File: config.mk
export PLATFORM = sky130hd
export DESIGN_NAME = pipeCore
export DESIGN_NICKNAME = d
export VERILOG_FILES = /design/src/corePkg.sv /design/src/decodeStage.sv /design/src/executeStage.sv /design/src/hazardDetect.sv /design/src/pipeCore.sv /design/src/resultStage.sv
export SDC_FILE = /design/constraint.sdc
export NUM_CORES = 2
export LEC_CHECK = 0
export BUFFER_PORTS_ARGS = -buffer_cell sky130_fd_sc_hd__buf_2
export CAP_MARGIN = 20
export CORE_MARGIN = 3
export CORE_UTILIZATION = 58
export DETAILED_ROUTE_END_ITERATION = 10
export PLACE_DENSITY = 0.74
export SLEW_MARGIN = 20
export SYNTH_ARGS = -nofsm -noshare
export SYNTH_HDL_FRONTEND = slang
export SYNTH_MEMORY_MAX_BITS = 65536
export SYNTH_SLANG_ARGS = --single-unit
File: constraint.sdc
create_clock -name clk -period 4.9 [get_ports clk]
set_input_delay 0.49 -clock clk [delete_from_list [all_inputs] [get_ports clk]]
set_output_delay 0.49 -clock clk [all_outputs]
set_load 0.02 [all_outputs]
File: src/corePkg.sv
// Shared definitions for the pipelined integer core
//   Word and register index widths
//   Opcode enum (top five bits of every instruction)
//   ALU function enum for register-format instructions
//   NOP encoding carried by a stalled issue slot
package corePkg;

    // Data and instruction width
    localparam int WORD_W = 16;

    // Eight architectural registers
    localparam int REG_AW = 3;

    // Instruction formats
    //   R: op[15:11] rs[10:8] rt[7:5] rd[4:2] func[1:0]
    //   I1: op[15:11] rs[10:8] rd[7:5] imm5[4:0]  (ADDI, LD, ST)
    //   I2: op[15:11] rs[10:8] imm8[7:0]          (LBI, BEQZ, BNEZ)
    //   J: op[15:11] disp11[10:0]
    typedef enum logic [4:0] {
        OP_HALT = 5'b00000,
        OP_NOP  = 5'b00001,
        OP_J    = 5'b00100,
        OP_ADDI = 5'b01000,
        OP_BEQZ = 5'b01100,
        OP_BNEZ = 5'b01101,
        OP_ST   = 5'b10000,
        OP_LD   = 5'b10001,
        OP_LBI  = 5'b11000,
        OP_ALU  = 5'b11011
    } opcodeT;

    // Function field of OP_ALU, bits [1:0]
    typedef enum logic [1:0] {
        FN_ADD = 2'b00,
        FN_SUB = 2'b01,
        FN_AND = 2'b10,
        FN_XOR = 2'b11
    } aluFuncT;

    // Opcode NOP, remaining fields zero
    localparam logic [WORD_W-1:0] NOP_INST = {OP_NOP, 11'b0};

endpackage

File: src/decodeStage.sv
// Issue and decode stage
//   Program counter with stall hold and redirect load
//   Eight-entry register file with writeback bypass
//   Field decode and immediate sign extension
//   Issue-to-execute pipeline register
//   Hazard detection instance
module decodeStage import corePkg::*; (
    input  logic              clk,
    input  logic              rstN,
    input  logic [WORD_W-1:0] inst,
    input  logic              redirect,
    input  logic [WORD_W-1:0] redirectPc,
    input  logic              memValid,
    input  logic [REG_AW-1:0] memDest,
    input  logic              memWrites,
    input  logic              wbValid,
    input  logic [REG_AW-1:0] wbReg,
    input  logic [WORD_W-1:0] wbData,
    output logic [WORD_W-1:0] pc,
    output logic              stall,
    output logic              exValid,
    output opcodeT            exOp,
    output aluFuncT           exFunc,
    output logic [REG_AW-1:0] exDest,
    output logic              exWrites,
    output logic [WORD_W-1:0] exA,
    output logic [WORD_W-1:0] exB,
    output logic [WORD_W-1:0] exImm,
    output logic [WORD_W-1:0] exNextPc,
    output logic              exX2xA,
    output logic              exX2xB,
    output logic              exM2xA,
    output logic              exM2xB
);

    logic [WORD_W-1:0] regFile [2**REG_AW];
    logic [WORD_W-1:0] issueInst;
    opcodeT            issueOp;
    logic [REG_AW-1:0] rs;
    logic [REG_AW-1:0] rt;
    logic [REG_AW-1:0] dest;
    logic              writes;
    logic [WORD_W-1:0] imm;
    logic [WORD_W-1:0] readA;
    logic [WORD_W-1:0] readB;
    logic              bubble;
    logic              haltIssued;
    logic              exIsLoad;
    logic              exIsControl;
    logic              x2xA;
    logic              x2xB;
    logic              m2xA;
    logic              m2xB;

    hazardDetect uHazard (
        .inst        (inst),
        .exDest      (exDest),
        .exWrites    (exWrites),
        .exIsLoad    (exIsLoad),
        .exIsControl (exIsControl),
        .memDest     (memDest),
        .memWrites   (memValid && memWrites),
        .halting     (haltIssued),
        .issueInst   (issueInst),
        .stall       (stall),
        .x2xA        (x2xA),
        .x2xB        (x2xB),
        .m2xA        (m2xA),
        .m2xB        (m2xB)
    );

    // Flags of the instruction now in execute
    assign exIsLoad    = exValid && (exOp == OP_LD);
    assign exIsControl = exValid && (exOp == OP_J || exOp == OP_BEQZ || exOp == OP_BNEZ);

    assign issueOp = opcodeT'(issueInst[15:11]);
    assign rs      = issueInst[10:8];
    assign rt      = issueInst[7:5];
    assign bubble  = stall || redirect;

    // Destination field and immediate width depend on format
    always_comb begin
        dest   = issueInst[7:5];
        writes = 1'b0;
        imm    = {{(WORD_W-5){issueInst[4]}}, issueInst[4:0]};
        case (issueOp)
            OP_ALU: begin
                dest   = issueInst[4:2];
                writes = 1'b1;
            end
            OP_ADDI, OP_LD: writes = 1'b1;
            OP_LBI: begin
                dest   = issueInst[10:8];
                writes = 1'b1;
                imm    = {{(WORD_W-8){issueInst[7]}}, issueInst[7:0]};
            end
            OP_BEQZ, OP_BNEZ: imm = {{(WORD_W-8){issueInst[7]}}, issueInst[7:0]};
            OP_J:             imm = {{(WORD_W-11){issueInst[10]}}, issueInst[10:0]};
            default: begin
                writes = 1'b0;
            end
        endcase
    end

    // Same-cycle writeback is visible to the read
    assign readA = (wbValid && wbReg == rs) ? wbData : regFile[rs];
    assign readB = (wbValid && wbReg == rt) ? wbData : regFile[rt];

    always_ff @(posedge clk) begin
        if (wbValid) begin
            regFile[wbReg] <= wbData;
        end
    end

    // Control state: pc, slot valid, sticky halt
    always_ff @(posedge clk) begin
        if (!rstN) begin
            pc         <= '0;
            exValid    <= 1'b0;
            exWrites   <= 1'b0;
            haltIssued <= 1'b0;
        end else begin
            if (redirect) begin
                pc <= redirectPc;
            end else if (!stall) begin
                pc <= pc + 1'b1;
            end
            exValid  <= !bubble;
            exWrites <= !bubble && writes;
            if (!bubble && issueOp == OP_HALT) begin
                haltIssued <= 1'b1;
            end
        end
    end

    // Payload, qualified downstream by exValid
    always_ff @(posedge clk) begin
        exOp     <= issueOp;
        exFunc   <= aluFuncT'(issueInst[1:0]);
        exDest   <= dest;
        exA      <= readA;
        exB      <= readB;
        exImm    <= imm;
        exNextPc <= pc + 1'b1;
        exX2xA   <= x2xA;
        exX2xB   <= x2xB;
        exM2xA   <= m2xA;
        exM2xB   <= m2xB;
    end

endmodule

File: src/executeStage.sv
// Execute stage
//   Operand forwarding from memory-stage result and writeback data
//   ALU, ADDI, LBI and load/store address generation
//   Branch and jump resolution with redirect
//   Execute-to-memory pipeline register
module executeStage import corePkg::*; (
    input  logic              clk,
    input  logic              rstN,
    input  logic              exValid,
    input  opcodeT            exOp,
    input  aluFuncT           exFunc,
    input  logic [REG_AW-1:0] exDest,
    input  logic              exWrites,
    input  logic [WORD_W-1:0] exA,
    input  logic [WORD_W-1:0] exB,
    input  logic [WORD_W-1:0] exImm,
    input  logic [WORD_W-1:0] exNextPc,
    input  logic              exX2xA,
    input  logic              exX2xB,
    input  logic              exM2xA,
    input  logic              exM2xB,
    input  logic [WORD_W-1:0] wbData,
    output logic              redirect,
    output logic [WORD_W-1:0] redirectPc,
    output logic              memValid,
    output opcodeT            memOp,
    output logic [REG_AW-1:0] memDest,
    output logic              memWrites,
    output logic [WORD_W-1:0] memResult,
    output logic [WORD_W-1:0] memStoreData
);

    logic [WORD_W-1:0] opA;
    logic [WORD_W-1:0] opB;
    logic [WORD_W-1:0] result;
    logic              isZero;
    logic              taken;

    // EX->EX source is the previous instruction, so it takes priority
    assign opA = exX2xA ? memResult : (exM2xA ? wbData : exA);
    assign opB = exX2xB ? memResult : (exM2xB ? wbData : exB);

    always_comb begin
        result = '0;
        case (exOp)
            OP_ALU: begin
                case (exFunc)
                    FN_ADD:  result = opA + opB;
                    FN_SUB:  result = opA - opB;
                    FN_AND:  result = opA & opB;
                    FN_XOR:  result = opA ^ opB;
                    default: result = '0;
                endcase
            end
            // Register plus imm5, also the LD/ST effective address
            OP_ADDI, OP_LD, OP_ST: result = opA + exImm;
            OP_LBI:                result = exImm;
            default:               result = '0;
        endcase
    end

    // Branches test rs against zero
    assign isZero = (opA == '0);

    always_comb begin
        case (exOp)
            OP_J:    taken = 1'b1;
            OP_BEQZ: taken = isZero;
            OP_BNEZ: taken = !isZero;
            default: taken = 1'b0;
        endcase
    end

    // Every control instruction redirects; not taken falls through to next pc
    assign redirect   = exValid && (exOp == OP_J || exOp == OP_BEQZ || exOp == OP_BNEZ);
    assign redirectPc = taken ? exNextPc + exImm : exNextPc;

    always_ff @(posedge clk) begin
        if (!rstN) begin
            memValid  <= 1'b0;
            memWrites <= 1'b0;
        end else begin
            memValid  <= exValid;
            memWrites <= exValid && exWrites;
        end
    end

    // Store data travels with the address
    always_ff @(posedge clk) begin
        memOp        <= exOp;
        memDest      <= exDest;
        memResult    <= result;
        memStoreData <= opB;
    end

endmodule

File: src/hazardDetect.sv
// Issue-time hazard checks
//   Load-use and control stall detection
//   NOP insertion into a stalled issue slot
//   EX->EX and MEM->EX forwarding selects for operands A and B
module hazardDetect import corePkg::*; (
    input  logic [WORD_W-1:0] inst,
    input  logic [REG_AW-1:0] exDest,
    input  logic              exWrites,
    input  logic              exIsLoad,
    input  logic              exIsControl,
    input  logic [REG_AW-1:0] memDest,
    input  logic              memWrites,
    input  logic              halting,
    output logic [WORD_W-1:0] issueInst,
    output logic              stall,
    output logic              x2xA,
    output logic              x2xB,
    output logic              m2xA,
    output logic              m2xB
);

    opcodeT            op;
    logic [REG_AW-1:0] rs;
    logic [REG_AW-1:0] rt;
    logic              readsRs;
    logic              readsRt;
    logic              exMatchA;
    logic              exMatchB;
    logic              memMatchA;
    logic              memMatchB;
    logic              loadUse;

    assign op = opcodeT'(inst[15:11]);
    assign rs = inst[10:8];
    assign rt = inst[7:5];

    // Which source fields the opcode actually reads
    always_comb begin
        readsRs = 1'b0;
        readsRt = 1'b0;
        case (op)
            OP_BEQZ, OP_BNEZ, OP_ADDI, OP_LD: begin
                readsRs = 1'b1;
            end
            // ST data register sits in the rt position
            OP_ALU, OP_ST: begin
                readsRs = 1'b1;
                readsRt = 1'b1;
            end
            // LBI, J, NOP, HALT and unknown encodings read nothing
            default: begin
                readsRs = 1'b0;
                readsRt = 1'b0;
            end
        endcase
    end

    // Source compares against the two younger writers in flight
    assign exMatchA  = readsRs && exWrites && (rs == exDest);
    assign exMatchB  = readsRt && exWrites && (rt == exDest);
    assign memMatchA = readsRs && memWrites && (rs == memDest);
    assign memMatchB = readsRt && memWrites && (rt == memDest);

    // Load data only exists after the memory stage
    assign loadUse = exIsLoad && (exMatchA || exMatchB);

    // Hold issue while a branch resolves or once HALT has gone down the pipe
    assign stall = loadUse || exIsControl || halting;

    assign issueInst = stall ? NOP_INST : inst;

    // Execute-stage writer is younger, so it wins over memory stage
    assign x2xA = exMatchA;
    assign x2xB = exMatchB;
    assign m2xA = memMatchA && !exMatchA;
    assign m2xB = memMatchB && !exMatchB;

endmodule

File: src/pipeCore.sv
// Top level of the four-stage integer core
//   Issue/decode, execute and memory/writeback stages
//   External instruction port and writeback strobe
module pipeCore import corePkg::*; #(
    parameter int dataAddrWidth = 8
) (
    input  logic              clk,
    input  logic              rstN,
    input  logic [WORD_W-1:0] inst,
    output logic [WORD_W-1:0] pc,
    output logic              stall,
    output logic              wbValid,
    output logic [REG_AW-1:0] wbReg,
    output logic [WORD_W-1:0] wbData,
    output logic              halted
);

    // Issue to execute
    logic              exValid;
    opcodeT            exOp;
    aluFuncT           exFunc;
    logic [REG_AW-1:0] exDest;
    logic              exWrites;
    logic [WORD_W-1:0] exA;
    logic [WORD_W-1:0] exB;
    logic [WORD_W-1:0] exImm;
    logic [WORD_W-1:0] exNextPc;
    logic              exX2xA;
    logic              exX2xB;
    logic              exM2xA;
    logic              exM2xB;

    // Execute back to issue, and on to memory
    logic              redirect;
    logic [WORD_W-1:0] redirectPc;
    logic              memValid;
    opcodeT            memOp;
    logic [REG_AW-1:0] memDest;
    logic              memWrites;
    logic [WORD_W-1:0] memResult;
    logic [WORD_W-1:0] memStoreData;

    decodeStage uDecode (
        .clk        (clk),
        .rstN       (rstN),
        .inst       (inst),
        .redirect   (redirect),
        .redirectPc (redirectPc),
        .memValid   (memValid),
        .memDest    (memDest),
        .memWrites  (memWrites),
        .wbValid    (wbValid),
        .wbReg      (wbReg),
        .wbData     (wbData),
        .pc         (pc),
        .stall      (stall),
        .exValid    (exValid),
        .exOp       (exOp),
        .exFunc     (exFunc),
        .exDest     (exDest),
        .exWrites   (exWrites),
        .exA        (exA),
        .exB        (exB),
        .exImm      (exImm),
        .exNextPc   (exNextPc),
        .exX2xA     (exX2xA),
        .exX2xB     (exX2xB),
        .exM2xA     (exM2xA),
        .exM2xB     (exM2xB)
    );

    executeStage uExecute (
        .clk          (clk),
        .rstN         (rstN),
        .exValid      (exValid),
        .exOp         (exOp),
        .exFunc       (exFunc),
        .exDest       (exDest),
        .exWrites     (exWrites),
        .exA          (exA),
        .exB          (exB),
        .exImm        (exImm),
        .exNextPc     (exNextPc),
        .exX2xA       (exX2xA),
        .exX2xB       (exX2xB),
        .exM2xA       (exM2xA),
        .exM2xB       (exM2xB),
        .wbData       (wbData),
        .redirect     (redirect),
        .redirectPc   (redirectPc),
        .memValid     (memValid),
        .memOp        (memOp),
        .memDest      (memDest),
        .memWrites    (memWrites),
        .memResult    (memResult),
        .memStoreData (memStoreData)
    );

    resultStage #(
        .dataAddrWidth (dataAddrWidth)
    ) uResult (
        .clk          (clk),
        .rstN         (rstN),
        .memValid     (memValid),
        .memOp        (memOp),
        .memDest      (memDest),
        .memWrites    (memWrites),
        .memResult    (memResult),
        .memStoreData (memStoreData),
        .wbValid      (wbValid),
        .wbReg        (wbReg),
        .wbData       (wbData),
        .halted       (halted)
    );

endmodule

File: src/resultStage.sv
// Memory and writeback stage
//   Word-addressed data memory
//   Synchronous load read into the writeback register
//   Writeback strobe, register and data
//   Sticky halt flag
module resultStage import corePkg::*; #(
    parameter int dataAddrWidth = 8
) (
    input  logic              clk,
    input  logic              rstN,
    input  logic              memValid,
    input  opcodeT            memOp,
    input  logic [REG_AW-1:0] memDest,
    input  logic              memWrites,
    input  logic [WORD_W-1:0] memResult,
    input  logic [WORD_W-1:0] memStoreData,
    output logic              wbValid,
    output logic [REG_AW-1:0] wbReg,
    output logic [WORD_W-1:0] wbData,
    output logic              halted
);

    logic [WORD_W-1:0]        dataMem [2**dataAddrWidth];
    logic [dataAddrWidth-1:0] addr;
    logic                     isStore;

    // Only the low address bits reach the memory
    assign addr    = memResult[dataAddrWidth-1:0];
    assign isStore = memValid && (memOp == OP_ST);

    always_ff @(posedge clk) begin
        if (isStore) begin
            dataMem[addr] <= memStoreData;
        end
    end

    // Loads return memory data, everything else passes its result
    always_ff @(posedge clk) begin
        wbReg <= memDest;
        if (memOp == OP_LD) begin
            wbData <= dataMem[addr];
        end else begin
            wbData <= memResult;
        end
    end

    // One strobe per retiring register writer
    always_ff @(posedge clk) begin
        if (!rstN) begin
            wbValid <= 1'b0;
            halted  <= 1'b0;
        end else begin
            wbValid <= memValid && memWrites;
            if (memValid && memOp == OP_HALT) begin
                halted <= 1'b1;
            end
        end
    end

endmodule

==> flow_results.xml <==
<?xml version="1.0" encoding="UTF-8"?>
<metrics>
  <group name="pwr">
    <metric name="leakagePower" unit="nW">58.9</metric>
    <metric name="power-per-cell-area" unit="nW/um^2">420</metric>
    <metric name="p_total" unit="W">0.0808</metric>
    <metric name="vdd.ir_drop.worst" unit="mV">0.440</metric>
  </group>
  <group name="synth">
    <metric name="synth_seq_area_share" unit="%">75.9</metric>
    <metric name="syn_nets" unit="">7597</metric>
    <metric name="synth_cell_type_count" unit="">79</metric>
    <metric name="ys_top_cells_by_count" unit="">edfxtp_1, mux4_2, nor2_1, clkbuf_1, dfxtp_1</metric>
    <metric name="synthDominantCellAreaShare" unit="%">74.4</metric>
    <metric name="synth.area.top_cells" unit="">edfxtp_1, mux4_2, dfxtp_1</metric>
    <metric name="postSynthAreaPerCell" unit="um^2">22.7</metric>
    <metric name="ys.flop_type" unit="">edfxtp_1</metric>
    <metric name="synth_area_leader_cell" unit="">edfxtp_1</metric>
    <metric name="number_of_flops_mapped_to_enable_cells_by_yosys" unit="">4224</metric>
    <metric name="synth-seq-cells" unit="">4351</metric>
    <metric name="syn-cell-area" unit="um^2">170000</metric>
    <metric name="gate_count_after_technology_mapping" unit="">7513</metric>
    <metric name="ys.warnings.count" unit="">0</metric>
    <metric name="asyncSetResetFlopFracSynth" unit="%">0</metric>
    <metric name="synthMostInstantiatedCell" unit="">edfxtp_1</metric>
  </group>
  <group name="drt">
    <metric name="final_wl" unit="um">450000</metric>
    <metric name="ant_nets" unit="">0</metric>
    <metric name="routed_vias" unit="">85300</metric>
    <metric name="drc" unit="">0</metric>
    <metric name="drt_pre_antenna_iters" unit="">11</metric>
    <metric name="routedWlPerCell" unit="um">36.5</metric>
    <metric name="avgViaCountPerCell" unit="">6.92</metric>
    <metric name="first_iter_violations" unit="">13100</metric>
  </group>
  <group name="clock_network">
    <metric name="cts_tree" unit="">yes</metric>
    <metric name="clock_tree.root_cell" unit="">clkbuf_16</metric>
    <metric name="cts_sinks" unit="">4351</metric>
    <metric name="worst_setup_hold_path_clk_slew" unit="ns">0.06</metric>
    <metric name="h-tree-depth" unit="">5</metric>
    <metric name="clk_latency" unit="ns">1.00</metric>
    <metric name="tritoncts.num_buffers" unit="">422</metric>
    <metric name="postCtsSetupBuffers" unit="">0</metric>
    <metric name="cts_buffer_depth" unit="">4</metric>
  </group>
  <group name="run_status">
    <metric name="violations" unit="">negative setup slack</metric>
    <metric name="outcome" unit="">complete, but fails checks</metric>
  </group>
  <group name="worst_setup_path">
    <metric name="timing.critical_path.from_type" unit="">flip-flop</metric>
    <metric name="crit_path_end_kind" unit="">flip-flop</metric>
    <metric name="r2r_cells" unit="">8</metric>
    <metric name="critPathRequiredTime" unit="ns">5.69</metric>
    <metric name="worst_ep_arrival_time" unit="ns">5.71</metric>
    <metric name="worstSetupPathType" unit="">reg2reg</metric>
    <metric name="setup.reg_to_reg.worst_slack" unit="ns">-0.02</metric>
    <metric name="reg2reg_to" unit="">uResult.wbData[9]</metric>
    <metric name="worstPathMaxFanout" unit="">85</metric>
    <metric name="r2r_start" unit="">uExecute.memResult[0]</metric>
  </group>
  <group name="timing">
    <metric name="tightest_slew" unit="ns">1.17</metric>
    <metric name="report.final.hold_viol_count" unit="">0</metric>
    <metric name="timing.final.ws_setup" unit="ns">-0.0196</metric>
    <metric name="timing.clock.skew" unit="ns">0.109</metric>
    <metric name="layout_worst_path_cycle_share" unit="%">100</metric>
    <metric name="timing.hold.ws" unit="ns">0.346</metric>
    <metric name="finalSetupViolCount" unit="">1</metric>
    <metric name="final_max_slew_viol_count" unit="">0</metric>
    <metric name="final.min_clock_period" unit="ns">4.92</metric>
    <metric name="slew-limit-headroom" unit="%">21.7</metric>
    <metric name="clock.fmax" unit="MHz">203</metric>
    <metric name="rsz0062_at_grt" unit="">no</metric>
  </group>
  <group name="floorplan">
    <metric name="fp.dieH" unit="um">548</metric>
    <metric name="die_width" unit="um">548</metric>
    <metric name="fp.coreArea" unit="um^2">292000</metric>
    <metric name="std_cell_rows" unit="">198</metric>
    <metric name="pin_count" unit="">56</metric>
    <metric name="floorplan.initialDensity" unit="%">58.5</metric>
    <metric name="die-area" unit="um^2">300000</metric>
  </group>
  <group name="global_route">
    <metric name="via_count_of_the_first_global_routing_pass" unit="">86200</metric>
    <metric name="antenna_found_initial" unit="">16</metric>
    <metric name="first_pass_grt_wire_length" unit="um">643000</metric>
    <metric name="grt_overflow_total" unit="">0</metric>
    <metric name="grt_usage" unit="%">30.1</metric>
    <metric name="pin_count_of_the_biggest_net_entering_global_routing" unit="">209</metric>
  </group>
  <group name="min_path">
    <metric name="hold_start" unit="">inst[3]</metric>
    <metric name="timing.hold.worst.class" unit="">in2reg</metric>
    <metric name="worstHoldEndpoint" unit="">uDecode.exImm[3]</metric>
    <metric name="min_delay_path_depth" unit="">3</metric>
  </group>
  <group name="placement">
    <metric name="placement.io_buffers" unit="">55</metric>
    <metric name="detailed_place_hpwl" unit="um">251000</metric>
    <metric name="detailed_place.area" unit="um^2">179000</metric>
    <metric name="finalWeightedCongestion" unit="">0.933</metric>
  </group>
  <group name="job">
    <metric name="max_cap_viol_count" unit="">0</metric>
  </group>
  <group name="final_layout">
    <metric name="drive_above_1_share" unit="%">32.9</metric>
    <metric name="nFillCells" unit="">17800</metric>
    <metric name="final_cell_area" unit="um^2">192000</metric>
    <metric name="nets" unit="">8158</metric>
    <metric name="area.growth.synth_to_final" unit="%">12.9</metric>
  </group>
</metrics>
## worst max-delay path by stage
stage                                        start                endpoint  slack [ns]  cells after the start
after floorplan           uExecute.memStoreData[0]   uResult.dataMem[0][0]        0.67                      0
after global placement       uExecute.memResult[0]       uResult.wbData[9]        0.25                      8
after global routing                     flip-flop  uExecute.memResult[14]        0.03                     16
after CTS                    uExecute.memResult[0]       uResult.wbData[9]        0.24                      8
final                        uExecute.memResult[0]       uResult.wbData[9]       -0.02                      8
after detailed placement     uExecute.memResult[0]       uResult.wbData[9]        0.27                      8
## cell type report
| cell class | count | area, um^2 | area share [%] |
|---|---|---|---|
| Clock buffer | 517 | 11100 | 5.75 |
| Multi-Input combinational cell | 2717 | 39500 | 20.5 |
| Clock inverter | 255 | 2610 | 1.35 |
| Antenna cell | 8 | 20.0 | 0.0104 |
| Sequential cell | 4351 | 129000 | 67.3 |
| Timing Repair Buffer | 550 | 4780 | 2.48 |
| Tap cell | 3900 | 4880 | 2.54 |
| Inverter | 32 | 120 | 0.0624 |
## worst max-delay path, stage by stage, from the launching register on
cell and delay, ns:
dfxtp_4 0.69, buf_12 0.54, mux4_2 0.61, mux4_2 0.56
mux2_2 0.33, a22oi_1 0.63, nor2_1 0.14, nor4_1 1.00
nor2_1 0.10
## cell usage in the layout (no fill, tap or decap), types with 42 or more instances in the layout
cell type  synthesis  routed
mux2i_1           65      65
buf_2            123      55
edfxtp_1        4224    4224
clkinv_2           0      77
nor2_2             0     197
buf_12             0      54
nand2_1          117     114
buf_4             26     419
nor2_1           354     153
clkbuf_16          0     424
ha_1              63      63
clkinv_1           1     102
a22oi_1           42      42
nand3_1           68      65
clkbuf_1         197      82
a21oi_1           90      89
mux4_2          1350    1350
o21ai_0           79      79
xnor2_1           58      58
dfxtp_1          127     100
## layer usage
metal / share of wire (%) / global-route usage [%]
met1: 35 / 41.0
met2: 47 / 46.2
met3: 12 / 7.88
met4: 5.7 / 14.3
met5: 0.045 / 0
## where the power goes
group / internal, W / switching (W)
Clock: 0.0181 / 0.0140
Sequential: 0.0416 / 0.000545
Combinational: 0.00248 / 0.00405
Total: 0.0622 / 0.0186
## stage by stage
step / setup TNS (ns) / util (%) / instances / worst slack, ns
floorplan: 0 / - / 7513 / 0.666
global placement: 0 / 61.2 / 11500 / 0.252
finish: -0.0196 / 66.0 / 12300 / -0.0196
detailed placement: 0 / 61.2 / 11500 / 0.273
CTS: 0 / 66.0 / 12300 / 0.241
global route: 0 / 66.0 / 12300 / 0.0270
## cell families (layout without fill, tap and decap cells)
| group | count (synthesis) | in the layout | synth area share, % |
|---|---|---|---|
| XOR/XNOR | 91 | 91 | 0.468 |
| buffers and inverters | 445 | 1354 | 1.25 |
| flip-flops | 4351 | 4351 | 75.9 |
| other | 0 | 8 | 0 |
| AND/OR/NAND/NOR | 724 | 724 | 1.93 |
| multiplexers | 1449 | 1449 | 18.4 |
| adder cells (fa/ha/maj) | 66 | 66 | 0.498 |
| AO/OA/AOI/OAI | 387 | 387 | 1.49 |
## registers in the layout, indices dropped and copies added (netlist names), 10 cells and up, named ones only
name	count
uExecute.memStoreData	16
uExecute.memResult	16
uDecode.exNextPc	16
uResult.wbData	16
uDecode.regFile	128
uResult.dataMem	4096
uDecode.exImm	10
uDecode.pc	16
## timing repair
action                     CTS  global route
hold endpoints to repair    44             0
hold buffers                18             0
setup endpoints to repair    0             2
gates resized for setup      0             5
Note: power is estimated with default switching activity, not from simulation.
